[src/subsys_defs.svh]
`ifndef SUBSYS_DEFS_SVH
`define SUBSYS_DEFS_SVH

// Widths shared by the AXI slaves and the RAM
// The subsystem is fixed-size, so every module reads these directly

// AXI4-Lite data bus, one 32-bit word per beat
`define AXI_DATA_WIDTH 32

// AXI4-Lite byte address
`define AXI_ADDR_WIDTH 32

// RAM word address, 1024 words deep
`define BRAM_ADDR_WIDTH 10

// Byte-offset bits below the word address
`define ADDR_LSB 2

// Upper address bits above ADDR_LSB + BRAM_ADDR_WIDTH are ignored,
// so accesses beyond the RAM depth wrap onto the low words

`endif

[src/axi_lite_pkg.sv]
`default_nettype none

package axi_lite_pkg;

  // AXI response codes as carried on bresp and rresp
  typedef enum logic [1:0]
  {
    RESP_OKAY   = 2'b00, // Normal access done
    RESP_EXOKAY = 2'b01, // Exclusive access done
    RESP_SLVERR = 2'b10, // Slave error
    RESP_DECERR = 2'b11  // Decode error
  } resp_t;

  // Only RESP_OKAY is returned by this subsystem.
  // The other codes are kept so the type covers the full bus encoding

endpackage

`default_nettype wire

[src/bram_pkg.sv]
`default_nettype none

`include "subsys_defs.svh"

package bram_pkg;

  // Byte enable, one bit per byte lane
  typedef logic [`AXI_DATA_WIDTH/8-1:0] strb_t;

  // RAM word address
  typedef logic [`BRAM_ADDR_WIDTH-1:0] addr_t;

  // One RAM word, seen either whole or as byte lanes
  typedef union packed
  {
    logic [`AXI_DATA_WIDTH-1:0]        word;  // Whole word, AXI side
    logic [`AXI_DATA_WIDTH/8-1:0][7:0] bytes; // Byte lanes, strobe merge
  } word_u;

endpackage

`default_nettype wire

[src/bram_port_if.sv]
`timescale 1ns/1ps
`default_nettype none

interface bram_port_if;

  logic              en;     // Port enable
  bram_pkg::addr_t   addr;   // Word address
  bram_pkg::word_u   wrdata; // Write data
  bram_pkg::strb_t   we;     // Byte write enables
  bram_pkg::word_u   rddata; // Registered read data

  // AXI slave side, issues the accesses
  modport master
  (
    output en,
    output addr,
    output wrdata,
    output we,
    input  rddata
  );

  // RAM side, serves the accesses
  modport slave
  (
    input  en,
    input  addr,
    input  wrdata,
    input  we,
    output rddata
  );

endinterface

`default_nettype wire

[src/axi_bram_writer.sv]
`timescale 1ns/1ps
`default_nettype none

`include "subsys_defs.svh"

module axi_bram_writer
(
  input  wire                       aclk,
  input  wire                       aresetn,

  input  wire [`AXI_ADDR_WIDTH-1:0] s_axi_awaddr,  // Byte address
  input  wire                       s_axi_awvalid,
  output logic                      s_axi_awready,
  input  wire [`AXI_DATA_WIDTH-1:0] s_axi_wdata,
  input  bram_pkg::strb_t           s_axi_wstrb,
  input  wire                       s_axi_wvalid,
  output logic                      s_axi_wready,
  output axi_lite_pkg::resp_t       s_axi_bresp,
  output logic                      s_axi_bvalid,
  input  wire                       s_axi_bready,

  bram_port_if.master               bram           // RAM port A
);

  logic wready_q, wready_d; // One-cycle ready pulse for AW and W
  logic bvalid_q, bvalid_d; // Held write response
  logic wr_fire;            // Both channels valid and writer idle

  // A new write starts only when no pulse or response is outstanding
  assign wr_fire = s_axi_awvalid & s_axi_wvalid & ~wready_q & ~bvalid_q;

  always_ff @(posedge aclk)
  begin
    if (!aresetn)
    begin
      wready_q <= 1'b0;
      bvalid_q <= 1'b0;
    end
    else
    begin
      wready_q <= wready_d;
      bvalid_q <= bvalid_d;
    end
  end

  always_comb
  begin
    wready_d = wready_q;
    bvalid_d = bvalid_q;

    if (wr_fire)
    begin
      wready_d = 1'b1; // RAM takes the word on this edge
    end

    if (wready_q)
    begin
      wready_d = 1'b0; // Handshake done, response follows
      bvalid_d = 1'b1;
    end

    if (s_axi_bready & bvalid_q)
    begin
      bvalid_d = 1'b0; // Response taken
    end
  end

  assign s_axi_awready = wready_q;
  assign s_axi_wready  = wready_q;
  assign s_axi_bvalid  = bvalid_q;
  assign s_axi_bresp   = axi_lite_pkg::RESP_OKAY; // Every write succeeds

  // Drop the byte offset; bits above the RAM depth are ignored
  assign bram.en          = wr_fire;
  assign bram.addr        = s_axi_awaddr[`ADDR_LSB +: `BRAM_ADDR_WIDTH];
  assign bram.wrdata.word = s_axi_wdata;
  assign bram.we          = wr_fire ? s_axi_wstrb : '0; // Strobes only while writing

endmodule

`default_nettype wire

[src/flat_wrapper.sv]
// flat-port wrapper written by rule: the top's interface ports become plain ports
module axi_bram_writer_flat 
  (aclk, aresetn, s_axi_awaddr, s_axi_awvalid, s_axi_awready, s_axi_wdata, s_axi_wstrb, s_axi_wvalid, s_axi_wready, s_axi_bresp, s_axi_bvalid, s_axi_bready, bram_en, bram_addr, bram_wrdata, bram_we, bram_rddata);
  bram_port_if bram_i ();
  input  wire aclk;
  input  wire aresetn;
  input  wire [`AXI_ADDR_WIDTH-1:0] s_axi_awaddr;
  input  wire s_axi_awvalid;
  output logic s_axi_awready;
  input  wire [`AXI_DATA_WIDTH-1:0] s_axi_wdata;
  input  bram_pkg::strb_t s_axi_wstrb;
  input  wire s_axi_wvalid;
  output logic s_axi_wready;
  output axi_lite_pkg::resp_t s_axi_bresp;
  output logic s_axi_bvalid;
  input  wire s_axi_bready;
  output wire logic [$bits(bram_i.en)-1:0] bram_en;
  output wire logic [$bits(bram_i.addr)-1:0] bram_addr;
  output wire logic [$bits(bram_i.wrdata)-1:0] bram_wrdata;
  output wire logic [$bits(bram_i.we)-1:0] bram_we;
  input wire logic [$bits(bram_i.rddata)-1:0] bram_rddata;
  assign bram_en = bram_i.en;
  assign bram_addr = bram_i.addr;
  assign bram_wrdata = bram_i.wrdata;
  assign bram_we = bram_i.we;
  assign bram_i.rddata = bram_rddata;
  axi_bram_writer u_core (.aclk(aclk), .aresetn(aresetn), .s_axi_awaddr(s_axi_awaddr), .s_axi_awvalid(s_axi_awvalid), .s_axi_awready(s_axi_awready), .s_axi_wdata(s_axi_wdata), .s_axi_wstrb(s_axi_wstrb), .s_axi_wvalid(s_axi_wvalid), .s_axi_wready(s_axi_wready), .s_axi_bresp(s_axi_bresp), .s_axi_bvalid(s_axi_bvalid), .s_axi_bready(s_axi_bready), .bram(bram_i));
endmodule
[config.mk]
export PLATFORM = sky130hd
export DESIGN_NAME = axi_bram_writer_flat
export DESIGN_NICKNAME = d
export VERILOG_FILES = /design/src/axi_lite_pkg.sv /design/src/bram_pkg.sv /design/src/bram_port_if.sv /design/src/axi_bram_writer.sv /design/src/flat_wrapper.sv
export VERILOG_INCLUDE_DIRS = /design/src
export SDC_FILE = /design/constraint.sdc
export NUM_CORES = 1
export LEC_CHECK = 0
export BUFFER_PORTS_ARGS = -buffer_cell sky130_fd_sc_hd__buf_2
export CAP_MARGIN = 30
export CORE_AREA = 2 2 61 63
export CTS_BUF_LIST = sky130_fd_sc_hd__clkbuf_8
export DETAILED_ROUTE_END_ITERATION = 8
export DIE_AREA = 0 0 63 65
export MAX_ROUTING_LAYER = met4
export SYNTH_ARGS = -nofsm -noshare
export SYNTH_HDL_FRONTEND = slang
export SYNTH_SLANG_ARGS = --single-unit
[constraint.sdc]
create_clock -name aclk -period 2.49 [get_ports aclk]
set_clock_uncertainty 0.05 [all_clocks]
set_input_delay 0.249 -clock aclk [delete_from_list [all_inputs] [get_ports aclk]]
set_output_delay 0.249 -clock aclk [all_outputs]
set_load 0.05 [all_outputs]
==> impl_results.md <==
* # rows at 22
* Sequential fraction of the synthesis area at 9.04%
* RSZ-0062 raised after global routing: false
* Worst path max stage delay at 0.37 ns
* Mapped cell area at 443 um^2
* CP delay by family, top: simple AND/OR/NAND/NOR gates
* Overflow after GRT at 0
* Gates resized, CTS repair at 0
* Critical path depth at 3
* CTS clk-pin slew, worst paths at 0.03 ns
* Worst setup path class: flop to output port
* Layout cell share with drive strength beyond 1 at 64.5%
* Initial core utilization at 12.7%
* Cell taking the most area after synthesis: buf_4
* Pwr Total at 0.208 mW
* Critical Path, Cell by Cell: and4bb_4, and2_1, buf_2
* Hold_buf cts at 0
* Fin nets at 138
* Via Count at 210
* Antenna diodes at 0
* Crit path capture type: output port
* Synth top area share at 76.3%
* WHS Path Cells at 2
* Design Area, Final at 290 um^2
* Final slew viol count at 0
* Core area at 3500 um^2
* Fin worst setup slack at 0.912 ns
* Drt first pass iters at 2
* Gr usage total at 4.88%
* DRT antenna net count at 0
* Vias/cell at 2.66
* Final period util at 63.4%
* Shortest period the worst path allows at 1.58 ns
* Top Ports at 157
* Place WS at 1.11 ns
* Later-pin clock latency in the skew report at 0.21 ns
* Vert. Die Dim at 65 um
* Startpoint Class: flop
* Synth Instances at 56
* # fillers at 435
* DRC viols at 0
* Maximum VDD drop at 0.0000865 V
* Area of the multi-input gates at 68.8 um^2
* Post-DR wirelength/cell at 12.8 um
* Postcts setup bufs at 0
* R2R depth at 2
* Setup-failing EPs final at 0
* Fmax at 634 MHz
* # Max-Cap Violations at 0
* CTS tree: yes
* Critical path's slowest cell: and4bb_4
* Synth top area cells: buf_4 (76%), dfxtp_1 (9.0%), and2_1 (7.1%), and4bb_4 (3.7%), o211a_1 (2.3%)
* Initial antenna violation count at 0
* DP Area at 249 um^2
* Hold Path Class: primary input to flop
* Largest net degree at the start of global routing at 7
* CP max FO at 6
* Worst-case clock buffer depth at 2
* PortBufs at 16
* Bufs and invs on worst path at 1
* Final hold vios at 0
* Number of global-route vias before repair at 202
* Post-Route Setup TNS at 0 ns
* Register area at 40.0 um^2
* Total clock sinks at 2
* Pwr per Cell Area at 717 nW/um^2
* Warnings from Yosys at 0
* Initial DRC count at 1
* H-tree levels at 1
* Flops & latches, synth at 2
* Die W at 63 um
* Synth-to-layout area growth at -34.5%
* Gp weighted congestion at 0.557
* Status: finished, final reports clean
* Yosys cell types at 7
* WL final at 1010 um
* CP required at 2.19 ns
* Die ar. at 4100 um^2
* CTS root buffer: clkbuf_8
* Num CTS Buffers at 3
* Arrival time of the worst setup path at 1.28 ns
* First-pass GRT wire length at 1300 um
* LEAKAGE at 0.147 nW
* Synth Area per Inst at 7.91 um^2
==> synth_stat cells (all sizes together) <==
cell type	count
buf	45
conb	1
and4bb	1
dfxtp	2
and2	5
o211a	1
nand2	1
==> area by class of cell <==
type,instances,area share (%)
clock buffers,3,14.2
multi-input cells,10,23.7
flip-flops and latches,2,13.8
well taps,48,20.7
repair buffers,16,27.6
==> routing by layer <==
metal | wire [um] | global-route usage (%) | vias up
li1 | - | - | 75
met2 | 379 | 6.25 | 49
met4 | 66 | 6.11 | 0
met5 | 0 | - | -
met1 | 150 | 1.25 | 74
met3 | 415 | 8.33 | 12
==> cell families after synthesis <==
logic type             count (synthesis)  share of synthesized area, %
flip-flops                             2                          9.04
AND/OR/NAND/NOR                        7                          11.6
AO/OA/AOI/OAI                          1                          2.26
other                                  1                         0.847
buffers and inverters                 45                          76.3
==> sequential cells by signal (all words and copies together), names as in the netlist <==
register              count
u_core.s_axi_bvalid       1
u_core.s_axi_awready      1
==> cell usage in the layout, fill, tap and decap left out, drive strengths merged <==
| cell | n |
|---|---|
| clkbuf | 3 |
| o211a | 1 |
| and4bb | 1 |
| buf | 16 |
| conb | 2 |
| and2 | 5 |
| nand2 | 1 |
| dfxtp | 2 |
==> metrics by stage <==
| stage | hold slack [ns] | std cells | util, % |
|---|---|---|---|
| detailed placement | 0.423 | 76 | 7.12 |
| finish | 0.213 | 79 | 8.30 |
| global placement | 0.424 | 76 | 7.12 |
| CTS | 0.210 | 79 | 8.30 |
| floorplan | 0.321 | 57 | - |
| global route | 0.218 | 79 | 8.30 |
==> path summary, 6_finish.rpt <==
path / from / endpoint / slack (ns)
max: u_core.s_axi_awready$_SDFF_PP0_ / bram_we[0] / 0.91
min: aresetn / u_core.s_axi_awready$_SDFF_PP0_ / 0.21
max reg2reg: u_core.s_axi_awready$_SDFF_PP0_ / u_core.s_axi_awready$_SDFF_PP0_ / 1.58
min reg2reg: u_core.s_axi_awready$_SDFF_PP0_ / u_core.s_axi_bvalid$_SDFFE_PP0P_ / 0.45
==> power breakdown <==
part / switching (mW) / total [mW] / internal [mW]
Combinational: 0.0343 / 0.0470 / 0.0126
Clock: 0.0238 / 0.126 / 0.102
Sequential: 0.00122 / 0.0352 / 0.0340
Total: 0.0594 / 0.208 / 0.149
No activity file was read; power rests on OpenSTA's default activity.
